### config.mk
export PLATFORM = sky130hd
export DESIGN_NAME = cpu
export DESIGN_NICKNAME = d
export VERILOG_FILES = /design/src/design/rv_pkg.sv /design/src/design/cpu.sv /design/src/design/inst_fetch.sv /design/src/design/issue_unit.sv /design/src/design/reg_file.sv /design/src/design/reorder_buf.sv /design/src/design/res_station.sv
export SDC_FILE = /design/constraint.sdc
export NUM_CORES = 2
export LEC_CHECK = 0
export BUFFER_PORTS_ARGS = -buffer_cell sky130_fd_sc_hd__buf_2
export CAP_MARGIN = 20
export CORE_MARGIN = 2
export CORE_UTILIZATION = 35
export CTS_CLUSTER_SIZE = 12
export DETAILED_ROUTE_END_ITERATION = 16
export GPL_TIMING_DRIVEN = 0
export PLACE_DENSITY = 0.46
export SYNTH_ARGS = -nofsm -noshare
export SYNTH_HDL_FRONTEND = slang
export SYNTH_HIERARCHICAL = 1
export SYNTH_SLANG_ARGS = --single-unit
### constraint.sdc
create_clock -name clk_in -period 11.4 [get_ports clk_in]
set_input_delay 1.71 -clock clk_in [delete_from_list [all_inputs] [get_ports clk_in]]
set_output_delay 1.71 -clock clk_in [all_outputs]
set_load 0.05 [all_outputs]
### src/design/rv_pkg.sv
// shared types for the rv32i core, covering OP, OP-IMM and LUI only
// tag fields are fixed at 8 bits, so ROB_BIT may not exceed 8
`default_nettype none

package rv_pkg;

    localparam int XLEN       = 32;
    localparam int BYTE_W     = 8;    // memory bus width
    localparam int INST_BYTES = 4;    // bytes per instruction
    localparam int TAG_W      = 8;    // max rob tag width, low ROB_BIT bits used

    typedef logic [XLEN-1:0]  xlen_t;
    typedef logic [4:0]       reg_id_t;
    typedef logic [TAG_W-1:0] tag_t;

    localparam logic [6:0] OPC_OP     = 7'b0110011;
    localparam logic [6:0] OPC_OP_IMM = 7'b0010011;
    localparam logic [6:0] OPC_LUI    = 7'b0110111;

    typedef enum logic [3:0] {
        ALU_ADD, ALU_SUB, ALU_SLL, ALU_SLT, ALU_SLTU,
        ALU_XOR, ALU_SRL, ALU_SRA, ALU_OR, ALU_AND,
        ALU_LUI     // operand 2 passes through
    } alu_op_t;

    // one instruction as handed to the reservation station
    typedef struct packed {
        alu_op_t alu_op;
        xlen_t   val1;
        xlen_t   val2;      // holds the immediate when one is used
        logic    dep1;      // val1 still waits on tag1
        logic    dep2;
        tag_t    tag1;
        tag_t    tag2;
        tag_t    dest_tag;  // rob slot of this instruction
    } issue_t;

    // alu broadcast, at most one per cycle
    typedef struct packed {
        logic  valid;
        tag_t  tag;
        xlen_t value;
    } result_t;

    // in-order retirement, also the register file write
    typedef struct packed {
        logic    valid;
        reg_id_t rd;
        xlen_t   value;
    } commit_t;

endpackage

`default_nettype wire

### src/design/cpu.sv
// out-of-order rv32i core, integer ALU ops and LUI only, no loads or stores
// rdy_in low freezes all state; mem_a reads return on mem_din a cycle later
`timescale 1ns/1ns
`default_nettype none

module cpu #(
    parameter int ROB_BIT = 3,      // rob depth is 2**ROB_BIT, at most 8
    parameter int RS_SIZE = 4
) (
    input  logic            clk_in,
    input  logic            rst_in,
    input  logic            rdy_in,
    input  logic [7:0]      mem_din,
    output rv_pkg::xlen_t   mem_a,
    output rv_pkg::commit_t commit      // one retired instruction per cycle
);
    import rv_pkg::*;

    logic               inst_valid;
    xlen_t              inst;
    logic               issue_take;
    logic               rob_full;
    logic [ROB_BIT-1:0] rob_tail;
    logic               rs_full;
    reg_id_t            rs1;
    reg_id_t            rs2;
    xlen_t              src1_value;
    logic               src1_dep;
    tag_t               src1_tag;
    xlen_t              src2_value;
    logic               src2_dep;
    tag_t               src2_tag;
    logic               issue_rob;
    logic               rename;
    reg_id_t            rd;
    logic               issue_rs;
    issue_t             issue;
    result_t            result;         // alu broadcast
    tag_t               fwd_tag1;
    tag_t               fwd_tag2;
    logic               fwd_ready1;
    xlen_t              fwd_value1;
    logic               fwd_ready2;
    xlen_t              fwd_value2;
    tag_t               commit_tag;

    inst_fetch inst_fetch_i (
        .inst_addr(),                   // pc of held inst, no branches to use it
        .*
    );

    issue_unit #(.ROB_BIT(ROB_BIT)) issue_unit_i (.*);

    reg_file #(.ROB_BIT(ROB_BIT)) reg_file_i (
        .dest_tag(issue.dest_tag),      // rename goes with the rob slot
        .*
    );

    reorder_buf #(.ROB_BIT(ROB_BIT)) reorder_buf_i (.*);

    res_station #(.ROB_BIT(ROB_BIT), .RS_SIZE(RS_SIZE)) res_station_i (.*);

endmodule

`default_nettype wire

### src/design/inst_fetch.sv
// sequential fetch, one instruction as four byte reads, little-endian
// the byte for mem_a returns one cycle later; no branches, so pc only steps by 4
`timescale 1ns/1ns
`default_nettype none

module inst_fetch (
    input  logic          clk_in,
    input  logic          rst_in,
    input  logic          rdy_in,       // low freezes pc and counter
    input  logic [7:0]    mem_din,
    output rv_pkg::xlen_t mem_a,
    input  logic          issue_take,   // issue consumed inst this cycle
    output logic          inst_valid,
    output rv_pkg::xlen_t inst,
    output rv_pkg::xlen_t inst_addr
);
    import rv_pkg::*;

    localparam int CNT_W = $clog2(INST_BYTES) + 1;

    xlen_t            pc;
    logic [CNT_W-1:0] byte_cnt;     // byte reads sent for current word

    assign mem_a     = pc + xlen_t'(byte_cnt);  // sits at pc+4 while inst waits
    assign inst_addr = pc;

    always_ff @(posedge clk_in)
    begin
        if (rst_in)
        begin
            pc         <= '0;
            byte_cnt   <= '0;
            inst_valid <= 1'b0;
        end
        else if (rdy_in)
        begin
            if (inst_valid)
            begin
                if (issue_take)                 // start next word
                begin
                    pc         <= pc + xlen_t'(INST_BYTES);
                    byte_cnt   <= '0;
                    inst_valid <= 1'b0;
                end
            end
            else if (byte_cnt == CNT_W'(INST_BYTES))
            begin
                inst_valid <= 1'b1;             // last byte captured this edge
            end
            else
            begin
                byte_cnt <= byte_cnt + 1'b1;
            end
        end
    end

    // byte k-1 is on mem_din while byte_cnt == k
    always_ff @(posedge clk_in)
    begin
        if (rdy_in && !inst_valid && byte_cnt != '0)
            inst <= {mem_din, inst[XLEN-1:BYTE_W]};  // shift in from the top
    end

endmodule

`default_nettype wire

### src/design/issue_unit.sv
// decodes OP, OP-IMM and LUI; other opcodes retire as an add to x0
// decode is registered, so issue comes at least one cycle after inst_valid
`timescale 1ns/1ns
`default_nettype none

module issue_unit #(
    parameter int ROB_BIT = 3
) (
    input  logic               clk_in,
    input  logic               rst_in,
    input  logic               rdy_in,
    input  logic               inst_valid,
    input  rv_pkg::xlen_t      inst,
    output logic               issue_take,
    input  logic               rob_full,
    input  logic [ROB_BIT-1:0] rob_tail,
    input  logic               rs_full,
    output rv_pkg::reg_id_t    rs1,
    output rv_pkg::reg_id_t    rs2,
    input  rv_pkg::xlen_t      src1_value,
    input  logic               src1_dep,
    input  rv_pkg::tag_t       src1_tag,
    input  rv_pkg::xlen_t      src2_value,
    input  logic               src2_dep,
    input  rv_pkg::tag_t       src2_tag,
    output logic               issue_rob,
    output logic               rename,
    output rv_pkg::reg_id_t    rd,
    output logic               issue_rs,
    output rv_pkg::issue_t     issue
);
    import rv_pkg::*;

    alu_op_t op_c;
    reg_id_t rd_c;
    reg_id_t rs1_c;
    logic    use_imm_c;
    xlen_t   imm_c;

    logic    dec_valid;     // decode regs hold the waiting inst
    alu_op_t dec_op;
    reg_id_t dec_rd;
    reg_id_t dec_rs1;
    reg_id_t dec_rs2;
    logic    dec_use_imm;
    xlen_t   dec_imm;
    logic    go;

    always_comb
    begin
        op_c      = ALU_ADD;
        rd_c      = inst[11:7];
        rs1_c     = inst[19:15];
        use_imm_c = 1'b1;
        imm_c     = {{20{inst[31]}}, inst[31:20]};      // I-type, shamt in low 5 bits
        case (inst[6:0])
            OPC_OP, OPC_OP_IMM:
            begin
                use_imm_c = (inst[6:0] == OPC_OP_IMM);
                case (inst[14:12])
                    3'b000:  op_c = (inst[6:0] == OPC_OP && inst[30]) ? ALU_SUB : ALU_ADD;
                    3'b001:  op_c = ALU_SLL;
                    3'b010:  op_c = ALU_SLT;
                    3'b011:  op_c = ALU_SLTU;
                    3'b100:  op_c = ALU_XOR;
                    3'b101:  op_c = inst[30] ? ALU_SRA : ALU_SRL;
                    3'b110:  op_c = ALU_OR;
                    default: op_c = ALU_AND;
                endcase
            end
            OPC_LUI:
            begin
                op_c  = ALU_LUI;
                rs1_c = '0;                             // no false dependency
                imm_c = {inst[31:12], 12'b0};
            end
            default:
            begin
                rd_c  = '0;                             // writes nothing, still commits
                rs1_c = '0;
                imm_c = '0;
            end
        endcase
    end

    assign go = rdy_in && inst_valid && dec_valid && !rob_full && !rs_full;

    always_ff @(posedge clk_in)
    begin
        if (rst_in)
            dec_valid <= 1'b0;
        else if (rdy_in)
        begin
            if (go)
                dec_valid <= 1'b0;
            else if (inst_valid)
                dec_valid <= 1'b1;
        end
    end

    always_ff @(posedge clk_in)
    begin
        if (rdy_in && inst_valid && !dec_valid)
        begin
            dec_op      <= op_c;
            dec_rd      <= rd_c;
            dec_rs1     <= rs1_c;
            dec_rs2     <= inst[24:20];             // ignored when imm used
            dec_use_imm <= use_imm_c;
            dec_imm     <= imm_c;
        end
    end

    assign issue_take = go;
    assign issue_rob  = go;
    assign issue_rs   = go;
    assign rename     = go && (dec_rd != '0);
    assign rd         = dec_rd;
    assign rs1        = dec_rs1;
    assign rs2        = dec_rs2;

    always_comb
    begin
        issue.alu_op   = dec_op;
        issue.val1     = src1_value;
        issue.dep1     = src1_dep;
        issue.tag1     = src1_tag;
        issue.val2     = dec_use_imm ? dec_imm : src2_value;
        issue.dep2     = !dec_use_imm && src2_dep;     // immediate never waits
        issue.tag2     = src2_tag;
        issue.dest_tag = tag_t'(rob_tail);             // next free rob slot
    end

endmodule

`default_nettype wire

### src/design/reg_file.sv
// 32 architectural registers with a rename tag and busy flag each
// reads are combinational and see a same-cycle commit and ready rob entries
`timescale 1ns/1ns
`default_nettype none

module reg_file #(
    parameter int ROB_BIT = 3
) (
    input  logic            clk_in,
    input  logic            rst_in,
    input  logic            rdy_in,
    input  rv_pkg::reg_id_t rs1,
    input  rv_pkg::reg_id_t rs2,
    output rv_pkg::xlen_t   src1_value,
    output logic            src1_dep,
    output rv_pkg::tag_t    src1_tag,
    output rv_pkg::xlen_t   src2_value,
    output logic            src2_dep,
    output rv_pkg::tag_t    src2_tag,
    input  logic            rename,
    input  rv_pkg::reg_id_t rd,
    input  rv_pkg::tag_t    dest_tag,
    input  rv_pkg::commit_t commit,
    input  rv_pkg::tag_t    commit_tag,
    output rv_pkg::tag_t    fwd_tag1,
    output rv_pkg::tag_t    fwd_tag2,
    input  logic            fwd_ready1,
    input  rv_pkg::xlen_t   fwd_value1,
    input  logic            fwd_ready2,
    input  rv_pkg::xlen_t   fwd_value2
);
    import rv_pkg::*;

    xlen_t              regs [32];
    logic [ROB_BIT-1:0] tags [32];  // youngest in-flight writer
    logic [31:0]        busy;       // dep flag per register

    // {dep, value} for one source register
    function automatic logic [XLEN:0] read_src(reg_id_t rs, logic fwd_ready, xlen_t fwd_value);
        logic [XLEN:0] res;
        res = {1'b0, regs[rs]};
        if (rs == '0)
            res = '0;                                   // x0 hardwired
        else if (busy[rs])
        begin
            if (commit.valid && commit.rd == rs && commit_tag[ROB_BIT-1:0] == tags[rs])
                res = {1'b0, commit.value};             // retiring this cycle
            else if (fwd_ready)
                res = {1'b0, fwd_value};                // done, not yet retired
            else
                res = {1'b1, regs[rs]};
        end
        return res;
    endfunction

    always_comb
    begin
        {src1_dep, src1_value} = read_src(rs1, fwd_ready1, fwd_value1);
        {src2_dep, src2_value} = read_src(rs2, fwd_ready2, fwd_value2);
    end

    assign src1_tag = tag_t'(tags[rs1]);
    assign src2_tag = tag_t'(tags[rs2]);
    assign fwd_tag1 = tag_t'(tags[rs1]);    // rob lookup of the pending writer
    assign fwd_tag2 = tag_t'(tags[rs2]);

    always_ff @(posedge clk_in)
    begin
        if (rst_in)
        begin
            busy <= '0;
            for (int i = 0; i < 32; i++)
            begin
                regs[i] <= '0;
                tags[i] <= '0;
            end
        end
        else if (rdy_in)
        begin
            if (commit.valid && commit.rd != '0)
            begin
                regs[commit.rd] <= commit.value;
                if (tags[commit.rd] == commit_tag[ROB_BIT-1:0])
                    busy[commit.rd] <= 1'b0;    // last writer retired
            end
            if (rename && rd != '0)
            begin
                busy[rd] <= 1'b1;               // beats a same-cycle clear
                tags[rd] <= dest_tag[ROB_BIT-1:0];
            end
        end
    end

endmodule

`default_nettype wire

### src/design/reorder_buf.sv
// circular reorder buffer of 2**ROB_BIT entries, one commit per cycle
// an entry is filled by the alu broadcast and retires from the head when ready
`timescale 1ns/1ns
`default_nettype none

module reorder_buf #(
    parameter int ROB_BIT = 3
) (
    input  logic               clk_in,
    input  logic               rst_in,
    input  logic               rdy_in,
    input  logic               issue_rob,
    input  rv_pkg::reg_id_t    rd,
    output logic               rob_full,
    output logic [ROB_BIT-1:0] rob_tail,
    input  rv_pkg::result_t    result,
    input  rv_pkg::tag_t       fwd_tag1,
    input  rv_pkg::tag_t       fwd_tag2,
    output logic               fwd_ready1,
    output rv_pkg::xlen_t      fwd_value1,
    output logic               fwd_ready2,
    output rv_pkg::xlen_t      fwd_value2,
    output rv_pkg::commit_t    commit,
    output rv_pkg::tag_t       commit_tag
);
    import rv_pkg::*;

    localparam int DEPTH = 1 << ROB_BIT;

    reg_id_t            ent_rd    [DEPTH];
    xlen_t              ent_value [DEPTH];
    logic [DEPTH-1:0]   ent_ready;
    logic [ROB_BIT-1:0] head;
    logic [ROB_BIT-1:0] tail;
    logic [ROB_BIT:0]   count;
    logic               retire;

    assign rob_full = count[ROB_BIT];       // count reached DEPTH
    assign rob_tail = tail;
    assign retire   = rdy_in && count != '0 && ent_ready[head];

    always_comb
    begin
        commit.valid = retire;
        commit.rd    = ent_rd[head];
        commit.value = (ent_rd[head] == '0) ? '0 : ent_value[head];  // x0 reports zero
    end

    assign commit_tag = tag_t'(head);

    // lookups from reg_file for pending source registers
    assign fwd_ready1 = ent_ready[fwd_tag1[ROB_BIT-1:0]];
    assign fwd_value1 = ent_value[fwd_tag1[ROB_BIT-1:0]];
    assign fwd_ready2 = ent_ready[fwd_tag2[ROB_BIT-1:0]];
    assign fwd_value2 = ent_value[fwd_tag2[ROB_BIT-1:0]];

    always_ff @(posedge clk_in)
    begin
        if (rst_in)
        begin
            head      <= '0;
            tail      <= '0;
            count     <= '0;
            ent_ready <= '0;
        end
        else if (rdy_in)
        begin
            if (result.valid)
                ent_ready[result.tag[ROB_BIT-1:0]] <= 1'b1;
            if (issue_rob)
            begin
                ent_ready[tail] <= 1'b0;        // tail slot is never the result slot
                tail            <= tail + 1'b1;
            end
            if (retire)
                head <= head + 1'b1;
            count <= count + {{ROB_BIT{1'b0}}, issue_rob} - {{ROB_BIT{1'b0}}, retire};
        end
    end

    always_ff @(posedge clk_in)
    begin
        if (rdy_in)
        begin
            if (issue_rob)
                ent_rd[tail] <= rd;
            if (result.valid)
                ent_value[result.tag[ROB_BIT-1:0]] <= result.value;
        end
    end

endmodule

`default_nettype wire

### src/design/res_station.sv
// RS_SIZE-entry reservation station feeding the single ALU
// lowest-index ready entry fires, result is registered and broadcast next cycle
`timescale 1ns/1ns
`default_nettype none

module res_station #(
    parameter int ROB_BIT = 3,
    parameter int RS_SIZE = 4
) (
    input  logic            clk_in,
    input  logic            rst_in,
    input  logic            rdy_in,
    input  logic            issue_rs,
    input  rv_pkg::issue_t  issue,
    output logic            rs_full,
    output rv_pkg::result_t result
);
    import rv_pkg::*;

    localparam int IDX_W = (RS_SIZE > 1) ? $clog2(RS_SIZE) : 1;

    issue_t             ent [RS_SIZE];
    logic [RS_SIZE-1:0] busy;
    logic [IDX_W-1:0]   free_idx;
    logic [IDX_W-1:0]   fire_idx;
    logic               fire;
    xlen_t              alu_out;
    logic               res_valid;
    tag_t               res_tag;
    xlen_t              res_value;

    // take the broadcast value for any operand still waiting on its tag
    function automatic issue_t capture(issue_t e, result_t r);
        issue_t c;
        c = e;
        if (r.valid && e.dep1 && e.tag1[ROB_BIT-1:0] == r.tag[ROB_BIT-1:0])
        begin
            c.val1 = r.value;
            c.dep1 = 1'b0;
        end
        if (r.valid && e.dep2 && e.tag2[ROB_BIT-1:0] == r.tag[ROB_BIT-1:0])
        begin
            c.val2 = r.value;
            c.dep2 = 1'b0;
        end
        return c;
    endfunction

    function automatic xlen_t alu(alu_op_t op, xlen_t a, xlen_t b);
        case (op)
            ALU_ADD:  return a + b;
            ALU_SUB:  return a - b;
            ALU_SLL:  return a << b[4:0];
            ALU_SLT:  return xlen_t'($signed(a) < $signed(b));
            ALU_SLTU: return xlen_t'(a < b);
            ALU_XOR:  return a ^ b;
            ALU_SRL:  return a >> b[4:0];
            ALU_SRA:  return xlen_t'($signed(a) >>> b[4:0]);
            ALU_OR:   return a | b;
            ALU_AND:  return a & b;
            default:  return b;     // lui
        endcase
    endfunction

    always_comb
    begin
        free_idx = '0;
        fire_idx = '0;
        fire     = 1'b0;
        for (int i = RS_SIZE - 1; i >= 0; i--)  // downward, lowest index wins
        begin
            if (!busy[i])
                free_idx = IDX_W'(i);
            if (busy[i] && !ent[i].dep1 && !ent[i].dep2)
            begin
                fire     = 1'b1;
                fire_idx = IDX_W'(i);
            end
        end
    end

    assign rs_full = &busy;
    assign alu_out = alu(ent[fire_idx].alu_op, ent[fire_idx].val1, ent[fire_idx].val2);
    assign result  = '{valid: res_valid, tag: res_tag, value: res_value};

    always_ff @(posedge clk_in)
    begin
        if (rst_in)
        begin
            busy      <= '0;
            res_valid <= 1'b0;
        end
        else if (rdy_in)
        begin
            if (fire)
                busy[fire_idx] <= 1'b0;
            if (issue_rs)
                busy[free_idx] <= 1'b1;     // never the firing slot, that one is busy
            res_valid <= fire;
        end
    end

    always_ff @(posedge clk_in)
    begin
        if (rdy_in)
        begin
            for (int i = 0; i < RS_SIZE; i++)
                ent[i] <= capture(ent[i], result);
            if (issue_rs)
                ent[free_idx] <= capture(issue, result);   // same-cycle broadcast too
            res_tag   <= ent[fire_idx].dest_tag;
            res_value <= alu_out;
        end
    end

endmodule

`default_nettype wire

# After elaboration in Yosys (flattened, before gate mapping)
# Memories as Yosys holds them, arrays and structs flattened. A register that Yosys moved wholly into a read port is not among the register bits.
# Cells that the tools add are included.
totals:
  reg_bits: 211
  ramBits: 1792
  input_bits: 11
  elab_cells: 338
  memories: 5
classes:
  n_addsub: 9
  magnitude_cmp: 19
  eq_ne: 36
  shift: 3
  mux: 149
  n_bitwise: 12
  n_reduce_logical: 85
memory_table:
  columns: ["memory", "words", "word_bits", "read_ports", "rd_ports_with_merged_regs", "write_ports", "line_no", "source"]
  rows:
  - ["reg_file_i.regs", 32, 32, 2, 2, 32, "reg_file.sv:34", "xlen_t regs [32];"]
  - ["res_station_i.ent", 4, 94, 5, 0, 5, "res_station.sv:22", "issue_t ent [RS_SIZE];"]
  - ["reorder_buf_i.ent_value", 8, 32, 3, 1, 1, "reorder_buf.sv:31", "xlen_t ent_value [DEPTH];"]
  - ["reg_file_i.tags", 32, 3, 3, 2, 32, "reg_file.sv:35", "logic [ROB_BIT-1:0] tags [32];"]
  - ["reorder_buf_i.ent_rd", 8, 5, 1, 1, 1, "reorder_buf.sv:30", "reg_id_t ent_rd [DEPTH];"]
op_table:
  columns: ["cell", "n"]
  rows:
  - ["32-bit 2-to-1 mux", 30]
  - ["32-bit one-hot mux with 10 select lines", 1]
  - ["33-bit 2-to-1 mux", 8]
  - ["32-bit AND", 2]
  - ["32-bit < comparator", 2]
  - ["1-bit 2-to-1 mux", 64]
  - ["32-bit OR", 2]
  - ["32-bit one-hot mux with 2 select lines", 1]
  - ["1-bit logical AND", 52]
  - ["5-bit 2-to-1 mux", 8]
  - ["3-bit == test", 13]
  - ["32-bit by 3-bit adder with 32-bit output", 1]
  - ["32-bit by 3-bit adder with 32-bit output, second input constant", 1]
  - ["32-bit adder", 1]
  - ["8-bit 2-to-1 mux", 4]
  - ["32-bit NOT", 1]
  - ["32-bit OR reduction", 1]
  - ["32-bit by 5-bit left shift with 32-bit output", 1]
  - ["32-bit by 5-bit right shift with 32-bit output", 1]
  - ["32-bit by 5-bit >>> shifter with 32-bit output", 1]
  - ["32-bit subtractor", 1]
  - ["32-bit bitwise XOR", 1]
  - ["4-bit one-hot mux with 7 select lines", 1]
  - ["5-bit by 6-bit < comparator with 1-bit output, second input constant", 4]
  - ["other kinds (47)", 111]

# Logic depth before layout (Yosys ltp)
# An unclocked memory read counts as a cell.
depth:
  ltp_word: 19
  mapped_depth: 21
  mapped_depth_nobuf: 16

# Cells and area by module
# Netlist, hierarchy kept.
modules_own_cells:
  columns: ["module", "n_inst", "cells_per_inst", "area_per_inst_um2", "seq_area_each_um2"]
  rows:
  - ["reg_file", 1, 4307, 64505.6, 34272.9]
  - ["res_station", 1, 2541, 26953.4, 11390.9]
  - ["reorder_buf", 1, 830, 16316.9, 9308.9]
  - ["inst_fetch", 1, 313, 3225.6, 1641.6]
  - ["issue_unit", 1, 230, 3001.6, 1581.5]

# Worst setup path before layout
# Ideal clock, no wire load.
synth_path:
  path_type: "in2reg"
  start: "input port rdy_in"
  end: "memory reg_file_i/regs[12][0] (netlist bit) (enable)"
  setup_ps: 466
  t_arrival_ps: 5242
  t_required_ps: 10934
  path_slack_ps: 5692
  cell_stages: 7
  n_path_buf: 1
  path_cell_list: "nand2_1 -> nor2_1 -> buf_4 -> nand2_1 -> a21oi_1 -> nand2_1 -> o21ai_0"
synth_lines:
  columns: ["element", "line_no", "source"]
  rows:
  - ["start, declared", "cpu.sv:12", "input logic rdy_in,"]
  - ["end, declared", "reg_file.sv:34", null]

# Final worst setup path
layout_path:
  start: "register res_station_i.busy[1]"
  end: "register res_station_i.res_value[22] (data pin)"
layout_via:
  elab_chain_cells: 7
  elab_cells_between_ends: 24
  cone_classes: "add/sub (2); eq/ne (9); shift (3); mux (3); bitwise (3); reduce/logical (3); memory (1)"
layout_lines:
  columns: ["element", "line_no", "source"]
  rows:
  - ["start, declared", "res_station.sv:23", "logic [RS_SIZE-1:0] busy;"]
  - ["start signal, assigned", "res_station.sv:90", "busy <= '0;"]
  - ["start signal, assigned by index", "res_station.sv:96", "busy[fire_idx] <= 1'b0;"]
  - ["start signal, assigned by index", "res_station.sv:98", "busy[free_idx] <= 1'b1;"]
  - ["1-bit logical AND (*) (2 in a row)", "res_station.sv:74", "if (busy[i] && !ent[i].dep1 && !ent[i].dep2)"]
  - ["2-bit 2-to-1 mux (*) (2 in a row)", "res_station.sv:74", null]
  - ["memory 4 x 94 bit (*)", null, null]
  - ["32-bit subtractor, or another cell as far along", "res_station.sv:52", "ALU_SUB: return a - b;"]
  - ["32-bit one-hot mux with 10 select lines (*)", "res_station.sv:50", "case (op)"]
  - ["via res_station_i.alu_out[22]", "res_station.sv:27", "xlen_t alu_out;"]
  - ["end signal, assigned", "res_station.sv:112", "res_value <= alu_out;"]
  - ["end, declared", "res_station.sv:30", "xlen_t res_value;"]
# The timed path passes the listed nets; every way through them passes the cells marked *.
# A chain may end at the register's enable or synchronous reset.

==> run summary <==
For the worst setup path, the data arrival time is 9940 ps. The analysis attributes to cell leakage a power of 45.18 nW. The logs give 81 for the number of top-level pins and 726500 um for the wire length of the first global-routing pass. Setup violations remaining at the end of the flow were counted as 0. Width of the chip: 571.8 um. Required time at the endpoint of the critical path: 11990 ps. The wire-length estimate of the detail-placed layout is 417600 um. The vertical die dimension was 571.8 um; the worst-margin pin slew was 1448 ps.

Of the available clock period, the critical path in the final layout requires 82.00%. Relative to the synthesized area, the layout overhead comes to 15.54%. The logs give 0.9907 for the routability congestion estimate and 87.18 ps for the worst setup skew after layout.

The logs give 80690 for the number of global-route vias before repair and 0 for the remaining design rule violation count. Post-CTS repair changed the size of 0 cells. The first-pass detailed-route iteration total was 7; the post-CTS setup buffer count was 0. VDD sags by at most 0.0001433 V.

The tools report the capturing element type of the critical path as a flip-flop. Clock tree synthesis found a total of 1944 sinks. In this run the number of H-tree levels came out at 4.

After routing the design area is 130400 um^2. The tools report the total count of max-transition violations in the final report as 0. Kind of critical path: flip-flop to flip-flop. The maximum single-stage delay on the critical path was 1000 ps. Walking the worst path, the cells encountered are nor3b_2, clkbuf_1, clkbuf_1, nor2_1, nand2_1, clkbuf_1, o22ai_1, nor3_1, buf_4, ha_1, or4_1, nor3_1, o2111ai_1, a311oi_1, a2111oi_0, buf_1, o21ai_0, xnor2_1, a221oi_1, a22oi_1.

Aggregate routed wire length: 548900 um. For the total global routing overflow, the log shows 0. The share of layout cells above drive strength 1 is 26.15%. The cell row count was 208; the final number of hold-violating endpoints was 0. Derived from the worst setup path, the maximum achievable clock frequency is 107.0 MHz.

The cell repeated most along the worst path is sky130_fd_sc_hd__clkbuf_1. After synthesis, the mean cell area works out to 13.87 um^2. The clock passes through at most 4 buffers.

The Yosys step of the flow raised 6 warnings. After detailed routing, the met3 layer carries 42050 um of wire. The number of buffers added by the clock tree synthesis step is 229.

For the finished layout, the period the worst path requires is 9348 ps. For the number of hold-repair buffers added at the cts stage, the log shows 0. The logs give 0 for the reported max-cap violation count and 27 for the number of antenna violations at the first check in global routing. The largest delay contributor family on the critical path was simple AND/OR/NAND/NOR gates. The completed layout was analyzed and its total power is 16.23 mW. For the overall fraction of global-route tracks in use, the log shows 33.01%. Once the floorplan was initialized, standard cells occupied 35.16% of the core. The power density over cell area works out to 124.5 nW/um^2. For the residual antenna-violating net count after detailed routing, the log shows 0. The class of the tightest hold or removal check was flip-flop to flip-flop.

The met2 layer wire length in the routed design came out at 258500 um. In this run the tightest slew margin relative to its limit is 3.483%. Setup repair after global routing left no endpoint under its margin. After clock tree synthesis, the clock-pin slew on the worst setup and hold paths is 60 ps.

The placed instances occupy a cell area of 122700 um^2. In the final routing, the length of wire on met1 measures 204400 um. The detailed router used layers up to and including met5.

TritonCTS built the clock tree. The number of nets in the layout is 8829, and the area of the die is 327000 um^2. The worst setup path is launched from a flip-flop. The tools report the cell area after synthesis as 112800 um^2.

The clock reaches the later pin of the worst-skew pair after 980 ps. The run finished with clean final reports. Across all layers, the routed design uses 81890 vias. For this design, the slowest cell found on the critical path is sky130_fd_sc_hd__clkbuf_1. The highest net fanout along the worst path works out to 10. After technology mapping, the gate count stands at 8136. The maximum number of pins on one net before global-route repair was 48. Critical path buffer and inverter count: 5. CTS placed an instance of sky130_fd_sc_hd__clkbuf_16 at the clock tree root. The detailed router finished its first iteration with 10260 violations. Final hold analysis gives a worst-case slack of 448.0 ps. During placement, the flow inserted port buffers numbering 80.

Detailed-route wire length per cell: 41.55 um. The core region is 320900 um^2. The mean number of vias per cell is 6.198.
area by class of cell:
cell class | count | area [um^2]
timing repair buffer | 305 | 3956
inverter | 119 | 451.7
buffer | 818 | 3796
tap | 4305 | 5386
clock buffer | 297 | 6128
antenna | 13 | 32.53
multi-input combinational | 5289 | 51950
clock inverter | 122 | 1225
sequential | 1944 | 57450
fill | 30030 | 190500
registers in the layout (all words and copies together) (netlist names), 4 cells and up, named ones only:
| name | flops |
|---|---|
| inst_fetch_i/inst | 32 |
| inst_fetch_i/inst_addr | 30 |
| issue_unit_i/dec_imm | 32 |
| issue_unit_i/dec_op | 4 |
| issue_unit_i/rd | 5 |
| issue_unit_i/rs1 | 5 |
| issue_unit_i/rs2 | 5 |
| reg_file_i/busy | 32 |
| reg_file_i/regs | 1024 |
| reg_file_i/tags | 96 |
| reorder_buf_i/count | 4 |
| reorder_buf_i/ent_rd | 40 |
| reorder_buf_i/ent_ready | 8 |
| reorder_buf_i/ent_value | 256 |
| res_station_i/busy | 4 |
| res_station_i/ent | 316 |
| res_station_i/res_value | 32 |
path summary, 6_finish.rpt:
kind	start	end	slack, ps	depth (start not counted)
max	res_station_i/busy[1]	res_station_i/res_value[22]	2050	20
min	inst_fetch_i/inst[10]	inst_fetch_i/inst[2]	450	0
max reg2reg	res_station_i/busy[1]	res_station_i/res_value[22]	2050	20
min reg2reg	inst_fetch_i/inst[10]	inst_fetch_i/inst[2]	450	0
where the power goes:
group | leakage [nW] | total (mW) | internal [mW] | switching, mW
clock | 3.60 | 7.43 | 4.27 | 3.17
sequential | 19.0 | 8.06 | 7.95 | 0.117
combinational | 22.6 | 0.735 | 0.289 | 0.446
layer usage:
metal  track usage, %  up-vias
met1            39.64    43330
met5                0        -
li1                 -    33090
met3            6.722     1140
met2            53.70     4330
met4            22.03        4
cell usage in the layout, fill, tap and decap left out, types with 111 or more instances in the layout:
master                      instances
sky130_fd_sc_hd__a21oi_1          170
sky130_fd_sc_hd__and2_1          1109
sky130_fd_sc_hd__buf_2            224
sky130_fd_sc_hd__buf_4            114
sky130_fd_sc_hd__clkbuf_1         545
sky130_fd_sc_hd__clkbuf_16        231
sky130_fd_sc_hd__edfxtp_1        1851
sky130_fd_sc_hd__inv_1            111
sky130_fd_sc_hd__mux2_2           384
sky130_fd_sc_hd__mux2i_1          415
sky130_fd_sc_hd__mux4_2           847
sky130_fd_sc_hd__nand2_1          230
sky130_fd_sc_hd__nor2_1           291
sky130_fd_sc_hd__o21ai_0          160
stage by stage:
stage / util [%] / cells / TNS (ps) / worst slack (ps)
floorplan: - / 8170 / 0 / 5692
global placement: 37.01 / 12560 / -82500 / -883.8
detailed placement: 38.22 / 12760 / 0 / 1838
CTS: 40.51 / 13180 / 0 / 1737
global route: 40.62 / 13200 / 0 / 2017
finish: 40.63 / 13210 / 0 / 2052
No activity file was read; power rests on OpenSTA's default activity.
